## src/periph_pkg.sv

```systemverilog
//##########################################################################
// Shared widths, size codes and slot map of the peripheral bus wrapper.
// User slots are 64 bytes, simple slots 16 bytes and byte wide.
// Size codes follow the core: 00 byte, 01 half, 10 word, 11 idle.
//##########################################################################

package periph_pkg;

    localparam int ADDR_W = 11;

    typedef logic [31:0] word_t;
    typedef logic [7:0]  byte_t;

    // Read and write size codes from the core
    typedef logic [1:0] size_t;
    localparam size_t SIZE_B    = 2'b00;
    localparam size_t SIZE_H    = 2'b01;
    localparam size_t SIZE_W    = 2'b10;
    localparam size_t SIZE_NONE = 2'b11;

    typedef logic [3:0] slot_t;
    localparam int NUM_SLOTS = 16;

    // Bit 4 picks the simple bank, bits 3..0 the slot in that bank
    typedef logic [4:0] func_sel_t;

    typedef logic [3:0] mask_t;

    // Populated slots
    localparam slot_t SLOT_GPIO     = 4'd1;
    localparam slot_t SLOT_SCR_WAIT = 4'd2;
    localparam slot_t SLOT_SCR_FAST = 4'd3;
    localparam slot_t SLOT_BYTE0    = 4'd0;
    localparam slot_t SLOT_BYTE1    = 4'd1;

    // GPIO register offsets inside its user slot
    localparam logic [5:0] GPIO_OUT_OFS  = 6'h00;
    localparam logic [5:0] GPIO_IN_OFS   = 6'h04;
    localparam logic [5:0] GPIO_SEL_BASE = 6'h20;
    localparam int         GPIO_PINS     = 8;

    // Pins 0 and 1 start on the slow scratch slot
    localparam func_sel_t SEL_RESET_LOW = {1'b0, SLOT_SCR_WAIT};

endpackage

```

## src/gpio_ctrl.sv

```systemverilog
//##########################################################################
// GPIO slot: output register, input readback and per-pin select.
// Each output pin follows bit n of any slot's pin byte.
// Select writes take the low 5 bits; unknown offsets read as zero.
//##########################################################################

`timescale 1ns/10ps

module gpio_ctrl (
    input  logic              clk,
    input  logic              rst_n,
    input  logic              i_wr,
    input  logic [5:0]        i_offset,
    input  periph_pkg::word_t i_wdata,
    input  logic [7:0]        i_ui_in,
    input  logic [7:0]        i_user_pins   [periph_pkg::NUM_SLOTS],
    input  logic [7:0]        i_simple_pins [periph_pkg::NUM_SLOTS],
    output periph_pkg::word_t o_rdata,
    output logic [7:0]        o_uo_out
);

    logic [7:0]            gpio_out;
    periph_pkg::func_sel_t func_sel [periph_pkg::GPIO_PINS];
    logic                  is_sel;
    logic [2:0]            sel_idx;

    // Selects sit at 0x20 + 4n
    assign is_sel  = ((i_offset & 6'h23) == periph_pkg::GPIO_SEL_BASE);
    assign sel_idx = i_offset[4:2];

    always_ff @(posedge clk) begin
        if (!rst_n) begin
            gpio_out <= '0;
        end else if (i_wr && i_offset == periph_pkg::GPIO_OUT_OFS) begin
            gpio_out <= i_wdata[7:0];
        end
    end

    always_ff @(posedge clk) begin
        if (!rst_n) begin
            for (int p = 0; p < periph_pkg::GPIO_PINS; p++) begin
                if (p < 2) begin
                    func_sel[p] <= periph_pkg::SEL_RESET_LOW;
                end else begin
                    func_sel[p] <= {1'b0, periph_pkg::SLOT_GPIO};
                end
            end
        end else if (i_wr && is_sel) begin
            func_sel[sel_idx] <= i_wdata[4:0];
        end
    end

    always_comb begin
        o_rdata = '0;
        if (i_offset == periph_pkg::GPIO_OUT_OFS) begin
            o_rdata = {24'h0, gpio_out};
        end else if (i_offset == periph_pkg::GPIO_IN_OFS) begin
            o_rdata = {24'h0, i_ui_in};
        end else if (is_sel) begin
            o_rdata = {27'h0, func_sel[sel_idx]};
        end
    end

    // Output pin multiplexer
    always_comb begin
        for (int p = 0; p < periph_pkg::GPIO_PINS; p++) begin
            if (func_sel[p][4]) begin
                o_uo_out[p] = i_simple_pins[func_sel[p][3:0]][p];
            end else if (func_sel[p][3:0] == periph_pkg::SLOT_GPIO) begin
                // Own slot drives straight from the output register
                o_uo_out[p] = gpio_out[p];
            end else begin
                o_uo_out[p] = i_user_pins[func_sel[p][3:0]][p];
            end
        end
    end

endmodule

```

## src/periph_addr_decode.sv

```systemverilog
//##########################################################################
// Address and size decode for the peripheral bus.
// Bit 10 of the address picks the simple bank, else the user bank.
// Read strobes are masked while a registered read result is pending.
//##########################################################################

`timescale 1ns/10ps

module periph_addr_decode (
    input  logic [periph_pkg::ADDR_W-1:0] i_addr,
    input  periph_pkg::size_t             i_data_write_n,
    input  periph_pkg::size_t             i_data_read_n,
    input  logic                          i_read_busy,
    output logic [15:0]                   o_user_sel,
    output logic [15:0]                   o_simple_sel,
    output logic [15:0]                   o_user_wr,
    output logic [15:0]                   o_user_rd,
    output logic [15:0]                   o_simple_wr,
    output periph_pkg::mask_t             o_wr_mask,
    output logic                          o_read_req
);

    periph_pkg::slot_t user_slot;
    periph_pkg::slot_t simple_slot;
    logic              write_req;
    logic              slot_read;

    assign user_slot   = i_addr[9:6];
    assign simple_slot = i_addr[7:4];

    always_comb begin
        o_user_sel   = '0;
        o_simple_sel = '0;
        if (i_addr[10]) begin
            o_simple_sel[simple_slot] = 1'b1;
        end else begin
            o_user_sel[user_slot] = 1'b1;
        end
    end

    assign write_req  = (i_data_write_n != periph_pkg::SIZE_NONE);
    assign o_read_req = (i_data_read_n != periph_pkg::SIZE_NONE);

    // No new read reaches a slot while the result is being returned
    assign slot_read = o_read_req && !i_read_busy;

    assign o_user_wr   = o_user_sel & {16{write_req}};
    assign o_user_rd   = o_user_sel & {16{slot_read}};
    assign o_simple_wr = o_simple_sel & {16{write_req}};

    always_comb begin
        case (i_data_write_n)
            periph_pkg::SIZE_B: o_wr_mask = 4'b0001;
            periph_pkg::SIZE_H: o_wr_mask = 4'b0011;
            periph_pkg::SIZE_W: o_wr_mask = 4'b1111;
            default:            o_wr_mask = 4'b0000;
        endcase
    end

endmodule

```

## src/read_return.sv

```systemverilog
//##########################################################################
// Registered read-return path to the core.
// Read data is captured once and held until the read-complete pulse.
// Ready lags the slot by one cycle; writes are acknowledged at once.
//##########################################################################

`timescale 1ns/10ps

module read_return (
    input  logic              clk,
    input  logic              rst_n,
    input  logic              i_read_req,
    input  logic [15:0]       i_user_sel,
    input  logic [15:0]       i_simple_sel,
    input  periph_pkg::word_t i_user_rdata  [periph_pkg::NUM_SLOTS],
    input  logic [15:0]       i_user_ready,
    input  periph_pkg::byte_t i_simple_rdata [periph_pkg::NUM_SLOTS],
    input  logic              i_data_read_complete,
    input  logic              i_write_req,
    output periph_pkg::word_t o_data,
    output logic              o_data_ready,
    output logic              o_read_busy
);

    periph_pkg::word_t peri_data;
    logic              peri_ready;
    logic              data_hold;
    logic              ready_r;
    logic              capture;

    // Selects are one-hot, so a priority loop acts as a plain mux
    always_comb begin
        peri_data  = '0;
        peri_ready = 1'b0;
        for (int s = 0; s < periph_pkg::NUM_SLOTS; s++) begin
            if (i_user_sel[s]) begin
                peri_data  = i_user_rdata[s];
                peri_ready = i_user_ready[s];
            end
            if (i_simple_sel[s]) begin
                peri_data  = {24'h0, i_simple_rdata[s]};
                peri_ready = 1'b1;
            end
        end
    end

    assign capture = i_read_req && peri_ready && !data_hold;

    always_ff @(posedge clk) begin
        if (!rst_n) begin
            data_hold <= 1'b0;
            ready_r   <= 1'b0;
        end else begin
            if (i_data_read_complete) begin
                data_hold <= 1'b0;
            end
            if (capture) begin
                data_hold <= 1'b1;
            end
            ready_r <= i_read_req && peri_ready;
        end
    end

    always_ff @(posedge clk) begin
        if (capture) begin
            o_data <= peri_data;
        end
    end

    assign o_read_busy  = ready_r;
    assign o_data_ready = ready_r || i_write_req;

endmodule

```

## src/scratch_regs.sv

```systemverilog
//##########################################################################
// Four scratch registers with byte-masked writes, cleared on reset.
// Payload width must be a whole number of bytes, up to 32 bits.
// Read data is combinational; ready follows READ_WAIT cycles after a
// read strobe rises and drops as soon as the strobe goes low.
//##########################################################################

`timescale 1ns/10ps

module scratch_regs #(
    parameter type         payload_t = periph_pkg::word_t,
    parameter int unsigned READ_WAIT = 0
) (
    input  logic              clk,
    input  logic              rst_n,
    input  logic              i_wr,
    input  logic              i_rd,
    input  logic [1:0]        i_index,
    input  payload_t          i_wdata,
    input  periph_pkg::mask_t i_wr_mask,
    output payload_t          o_rdata,
    output logic              o_ready,
    output logic [7:0]        o_pin
);

    localparam int NUM_BYTES = $bits(payload_t) / 8;
    localparam int CNT_W     = $clog2(READ_WAIT + 2);

    payload_t         regs [4];
    logic [CNT_W-1:0] wait_cnt;

    always_ff @(posedge clk) begin
        if (!rst_n) begin
            for (int r = 0; r < 4; r++) begin
                regs[r] <= '0;
            end
        end else if (i_wr) begin
            // Only the bytes enabled by the size mask change
            for (int b = 0; b < NUM_BYTES; b++) begin
                if (i_wr_mask[b]) begin
                    regs[i_index][b*8 +: 8] <= i_wdata[b*8 +: 8];
                end
            end
        end
    end

    // Wait counter restarts whenever the read strobe drops
    always_ff @(posedge clk) begin
        if (!rst_n || !i_rd) begin
            wait_cnt <= '0;
        end else if (wait_cnt != CNT_W'(READ_WAIT)) begin
            wait_cnt <= wait_cnt + 1'b1;
        end
    end

    assign o_ready = i_rd && (wait_cnt == CNT_W'(READ_WAIT));
    assign o_rdata = regs[i_index];

    // Register 0 low byte doubles as this slot's pin byte
    assign o_pin = regs[0][7:0];

endmodule

```

## src/tqv_periph_top.sv

```systemverilog
//##########################################################################
// Peripheral bus wrapper: decode, GPIO, scratch slots and read return.
// User slots 2 and 3 hold word scratch registers, simple slots 0 and 1
// byte scratch registers. Other slots read zero and are always ready.
//##########################################################################

`timescale 1ns/10ps

module tqv_periph_top #(
    parameter int unsigned SCR_WAIT = 2
) (
    input  logic                          clk,
    input  logic                          rst_n,
    input  logic [periph_pkg::ADDR_W-1:0] i_addr,
    input  periph_pkg::word_t             i_data,
    input  periph_pkg::size_t             i_data_write_n,
    input  periph_pkg::size_t             i_data_read_n,
    input  logic                          i_data_read_complete,
    input  logic [7:0]                    i_ui_in,
    output periph_pkg::word_t             o_data,
    output logic                          o_data_ready,
    output logic [7:0]                    o_uo_out
);

    logic [15:0]       user_sel;
    logic [15:0]       simple_sel;
    logic [15:0]       user_wr;
    logic [15:0]       user_rd;
    logic [15:0]       simple_wr;
    periph_pkg::mask_t wr_mask;
    logic              read_req;
    logic              read_busy;

    periph_pkg::word_t user_rdata   [periph_pkg::NUM_SLOTS];
    logic [15:0]       user_ready;
    logic [7:0]        user_pins    [periph_pkg::NUM_SLOTS];
    periph_pkg::byte_t simple_rdata [periph_pkg::NUM_SLOTS];
    logic [7:0]        simple_pins  [periph_pkg::NUM_SLOTS];

    periph_addr_decode u_decode (
        .i_addr         (i_addr),
        .i_data_write_n (i_data_write_n),
        .i_data_read_n  (i_data_read_n),
        .i_read_busy    (read_busy),
        .o_user_sel     (user_sel),
        .o_simple_sel   (simple_sel),
        .o_user_wr      (user_wr),
        .o_user_rd      (user_rd),
        .o_simple_wr    (simple_wr),
        .o_wr_mask      (wr_mask),
        .o_read_req     (read_req)
    );

    // Unpopulated slots read zero, answer at once and drive no pins
    for (genvar s = 0; s < periph_pkg::NUM_SLOTS; s++) begin : g_empty
        if (s != periph_pkg::SLOT_GPIO && s != periph_pkg::SLOT_SCR_WAIT &&
            s != periph_pkg::SLOT_SCR_FAST) begin : g_user
            assign user_rdata[s] = '0;
            assign user_ready[s] = 1'b1;
            assign user_pins[s]  = '0;
        end
        if (s != periph_pkg::SLOT_BYTE0 && s != periph_pkg::SLOT_BYTE1) begin : g_simple
            assign simple_rdata[s] = '0;
            assign simple_pins[s]  = '0;
        end
    end

    // GPIO pin byte comes from inside gpio_ctrl
    assign user_ready[periph_pkg::SLOT_GPIO] = 1'b1;
    assign user_pins[periph_pkg::SLOT_GPIO]  = '0;

    gpio_ctrl u_gpio (
        .clk           (clk),
        .rst_n         (rst_n),
        .i_wr          (user_wr[periph_pkg::SLOT_GPIO]),
        .i_offset      (i_addr[5:0]),
        .i_wdata       (i_data),
        .i_ui_in       (i_ui_in),
        .i_user_pins   (user_pins),
        .i_simple_pins (simple_pins),
        .o_rdata       (user_rdata[periph_pkg::SLOT_GPIO]),
        .o_uo_out      (o_uo_out)
    );

    scratch_regs #(.payload_t(periph_pkg::word_t), .READ_WAIT(SCR_WAIT)) u_scr_wait (
        .clk       (clk),
        .rst_n     (rst_n),
        .i_wr      (user_wr[periph_pkg::SLOT_SCR_WAIT]),
        .i_rd      (user_rd[periph_pkg::SLOT_SCR_WAIT]),
        .i_index   (i_addr[3:2]),
        .i_wdata   (i_data),
        .i_wr_mask (wr_mask),
        .o_rdata   (user_rdata[periph_pkg::SLOT_SCR_WAIT]),
        .o_ready   (user_ready[periph_pkg::SLOT_SCR_WAIT]),
        .o_pin     (user_pins[periph_pkg::SLOT_SCR_WAIT])
    );

    scratch_regs #(.payload_t(periph_pkg::word_t), .READ_WAIT(0)) u_scr_fast (
        .clk       (clk),
        .rst_n     (rst_n),
        .i_wr      (user_wr[periph_pkg::SLOT_SCR_FAST]),
        .i_rd      (user_rd[periph_pkg::SLOT_SCR_FAST]),
        .i_index   (i_addr[3:2]),
        .i_wdata   (i_data),
        .i_wr_mask (wr_mask),
        .o_rdata   (user_rdata[periph_pkg::SLOT_SCR_FAST]),
        .o_ready   (user_ready[periph_pkg::SLOT_SCR_FAST]),
        .o_pin     (user_pins[periph_pkg::SLOT_SCR_FAST])
    );

    // Byte slots are always ready, so their ready output stays open
    scratch_regs #(.payload_t(periph_pkg::byte_t), .READ_WAIT(0)) u_byte0 (
        .clk       (clk),
        .rst_n     (rst_n),
        .i_wr      (simple_wr[periph_pkg::SLOT_BYTE0]),
        .i_rd      (simple_sel[periph_pkg::SLOT_BYTE0]),
        .i_index   (i_addr[1:0]),
        .i_wdata   (i_data[7:0]),
        .i_wr_mask (wr_mask),
        .o_rdata   (simple_rdata[periph_pkg::SLOT_BYTE0]),
        .o_ready   (),
        .o_pin     (simple_pins[periph_pkg::SLOT_BYTE0])
    );

    scratch_regs #(.payload_t(periph_pkg::byte_t), .READ_WAIT(0)) u_byte1 (
        .clk       (clk),
        .rst_n     (rst_n),
        .i_wr      (simple_wr[periph_pkg::SLOT_BYTE1]),
        .i_rd      (simple_sel[periph_pkg::SLOT_BYTE1]),
        .i_index   (i_addr[1:0]),
        .i_wdata   (i_data[7:0]),
        .i_wr_mask (wr_mask),
        .o_rdata   (simple_rdata[periph_pkg::SLOT_BYTE1]),
        .o_ready   (),
        .o_pin     (simple_pins[periph_pkg::SLOT_BYTE1])
    );

    // A non-zero mask means a write is on the bus
    read_return u_read_return (
        .clk                  (clk),
        .rst_n                (rst_n),
        .i_read_req           (read_req),
        .i_user_sel           (user_sel),
        .i_simple_sel         (simple_sel),
        .i_user_rdata         (user_rdata),
        .i_user_ready         (user_ready),
        .i_simple_rdata       (simple_rdata),
        .i_data_read_complete (i_data_read_complete),
        .i_write_req          (|wr_mask),
        .o_data               (o_data),
        .o_data_ready         (o_data_ready),
        .o_read_busy          (read_busy)
    );

endmodule

```

## config.mk

```make
export PLATFORM = sky130hd
export DESIGN_NAME = tqv_periph_top
export DESIGN_NICKNAME = d
export VERILOG_FILES = /design/src/periph_pkg.sv /design/src/gpio_ctrl.sv /design/src/periph_addr_decode.sv /design/src/read_return.sv /design/src/scratch_regs.sv /design/src/tqv_periph_top.sv
export SDC_FILE = /design/constraint.sdc
export NUM_CORES = 1
export LEC_CHECK = 0
export BUFFER_PORTS_ARGS = -buffer_cell sky130_fd_sc_hd__buf_2
export CORE_ASPECT_RATIO = 0.5
export CORE_MARGIN = 10
export CORE_UTILIZATION = 55
export CTS_CLUSTER_SIZE = 16
export DETAILED_ROUTE_END_ITERATION = 10
export PLACE_DENSITY = 0.88
export SLEW_MARGIN = 20
export SYNTH_ARGS = -nofsm -noshare
export SYNTH_HDL_FRONTEND = slang
export SYNTH_SLANG_ARGS = --single-unit
```

## constraint.sdc

```tcl
create_clock -name clk -period 3.6 [get_ports clk]
set_input_delay 0.72 -clock clk [delete_from_list [all_inputs] [get_ports clk]]
set_output_delay 0.72 -clock clk [all_outputs]
set_load 0.01 [all_outputs]
```

==> results.md <==
- Synth warnings: 0
- Placed Cells: 1803
- Max-cap violation count: 0
- Clk_lat worst skew: 0.53 ns
- Hold Path Class: reg -> reg
- Total negative slack: 0 ns
- Layout net count: 1464
- Syn avg cell area: 14.7 sq um
- Crit path time final: 2.78 ns
- Metal3 WL: 4630 um
- Slew HR: 44.2%
- Count leader, synth: edfxtp_1
- Post-DRT Antenna Nets: 0
- Cell count after synthesis: 1275
- DRC viols: 0
- Dpl hpwl: 31900 um
- Fraction of layout cells with a size suffix above 1: 22.5%
- Chip height: 151 um
- Unique masters post-synth: 49
- Drt total wl: 47700 um
- Starting Density: 56.3%
- Fill count: 2234
- Leading area contributor after synthesis: edfxtp_1
- Commonest cells post-synth: edfxtp_1, and2_1, mux4_2, nor2_1, mux2i_1
- Outcome: finished clean
- Power per cell area: 489 nW/um^2
- GRT Resource Usage Total: 22.7%
- Die W: 281 um
- Final setup vio count: 0
- Setup Fix Bufs, Post-CTS: 0
- Syn Nets: 1337
- Clock Tree Root: clkbuf_16
- Post-synth top flop: edfxtp_1
- H-tree depth: 2
- Antenna violations before repair: 3
- Clock net sink count: 405
- Post-route cell area: 21300 sq um
- Buffers added on ports: 98
- Max Root-Sink Buffers: 3
- Total CTS buffers: 37
- Post-CTS sizing: 0
- Starting DRC count in detailed routing: 1373
- Count of final max-slew check failures: 0
- Core Rows: 47
- Worst VDD drop: 0.320 mV
- Vias in the first global route: 11900
- Static leakage: 7.82 nW
- IO Pins: 99
- CP Capture Type: output port
- Crit start category: flip-flop
- CP max FO: 5
- Largest net degree at the start of global routing: 49
- Slew @ Worst Pin: 0.836 ns
- Routed via count: 11700
- Unrepaired setup endpoints after global routing: no
- DR pass1 iterations: 6
- Async set or reset register ratio after synthesis: 0%
- WS Path Type: reg -> out
- Mapped Area: 18800 sq um
- Final-report hold violation count: 0
- Global route overflow: 0
- Clock slew at reported path FFs: 0.06 ns
- Final core occ: 63.9%
- Number of flops mapped to enable cells by yosys: 392
- Layout overhead on the synthesized area: 13.6%
- Core Area: 33300 sq um
- Total power draw: 10.4 mW
- WP data required: 2.88 ns
- CTS tree: built
- Routed vias/inst: 6.22
- First-pass GRT wire length: 72500 um
- Metal1 wirelength: 17400 um
- Synth top area share: 62.7%
- Met2 wire len: 23700 um
- Critical path arrival: 2.06 ns
- Max Clock Skew: 0.0190 ns
- Max frequency: 0.360 GHz
- Routed len/inst: 25.4 um
- Die Area: 42300 sq um
- Seq/Total Area, Yosys: 64.1%
- RePlAce Congestion: 0.970
- Post-cts hold buffer count: 0
- Top Layer Used: met4
- Flops & latches, synth: 405
- Dominant cells by area after synthesis: edfxtp_1, and2_1, mux4_2
- Area after DPL: 20000 sq um
- Cell Count, Final, Fillers Out: 1874
- Period utilization: 77.1%
==> final cells by class <==
| cell class | count | area (sq um) | share of cell area [%] |
|---|---|---|---|
| inverters | 8 | 30.0 | 0.141 |
| diodes | 3 | 7.51 | 0.0352 |
| well taps | 441 | 552 | 2.59 |
| multi-input cells | 784 | 6380 | 30.0 |
| repair buffers | 166 | 1060 | 4.96 |
| clock buffers | 55 | 1090 | 5.10 |
| clock inverters | 12 | 158 | 0.740 |
| flip-flops and latches | 405 | 12000 | 56.5 |
==> registers in the layout (all words and copies together) (netlist names) <==
register                   flops
u_byte0.regs                  32
u_byte1.regs                  32
u_gpio.func_sel               40
u_gpio.gpio_out                8
u_read_return.data_hold        1
u_read_return.o_data          32
u_read_return.o_read_busy      1
u_scr_fast.regs              128
u_scr_fast.wait_cnt            1
u_scr_wait.regs              128
u_scr_wait.wait_cnt            2
==> critical path, cell delays in order (launching register included) <==
cell and delay, ns:
edfxtp_1 0.54, nor2b_1 0.21, o21ai_0 0.24, o211ai_1 0.15, nor3_1 0.20, buf_2 0.18
==> cell usage in the layout (no fill, tap or decap), types with 9 or more instances in the layout <==
cell,instances
edfxtp_1,392
and2_1,321
buf_2,96
mux4_2,88
nor2_1,77
buf_4,66
mux2i_1,51
and3_1,39
clkbuf_16,39
o21ai_0,34
nand2_1,20
a21oi_1,15
nor3_1,15
o22ai_1,14
dfxtp_1,13
nor2b_1,11
nand2b_1,11
clkbuf_1,11
nand3_1,10
or3_1,9
==> through the flow <==
step,worst slack (ns),hold WS (ns)
3_3_place_gp,0.617,0.469
3_5_place_dp,0.457,0.493
6_report,0.823,0.501
2_1_floorplan,0.0897,0.458
5_1_grt,0.756,0.519
4_1_cts,0.854,0.497
==> routing by layer <==
layer	vias up	global-route usage, %
met4	0	9.20
li1	5013	-
met1	5793	28.5
met5	-	0
met2	697	38.3
met3	155	4.65
==> where the power goes <==
group / total, mW / internal, mW / switching, mW
combinational: 0.807 / 0.327 / 0.480
clock: 4.08 / 2.38 / 1.70
sequential: 5.53 / 5.42 / 0.117
total: 10.4 / 8.12 / 2.30
==> cells by family after synthesis <==
kind of cell | count (synthesis) | synth area share [%]
xor gates and xnor gates | 1 | 0.0467
buffers and inverters | 86 | 1.91
AOI/OAI and AO/OA | 99 | 3.19
and+or+nand+nor | 536 | 16.8
other | 1 | 0.0200
DFF | 405 | 64.1
adders and majority gates | 4 | 0.267
muxes | 143 | 13.7
==> final timing paths <==
kind,cells after the start,to,slack (ns),startpoint
hold reg to reg,2,u_scr_wait.wait_cnt[1]$_SDFFE_PP0N_,0.50,u_scr_wait.wait_cnt[1]$_SDFFE_PP0N_
hold / removal,2,u_scr_wait.wait_cnt[1]$_SDFFE_PP0N_,0.50,u_scr_wait.wait_cnt[1]$_SDFFE_PP0N_
setup reg to reg,7,u_read_return.o_data[9]$_SDFFCE_PP0P_,1.52,u_scr_wait.wait_cnt[0]$_SDFFE_PP0N_
setup / recovery,5,o_uo_out[0],0.82,u_gpio.func_sel[0][0]$_SDFFCE_PN0P_
Power figures use the tool's default switching activity.
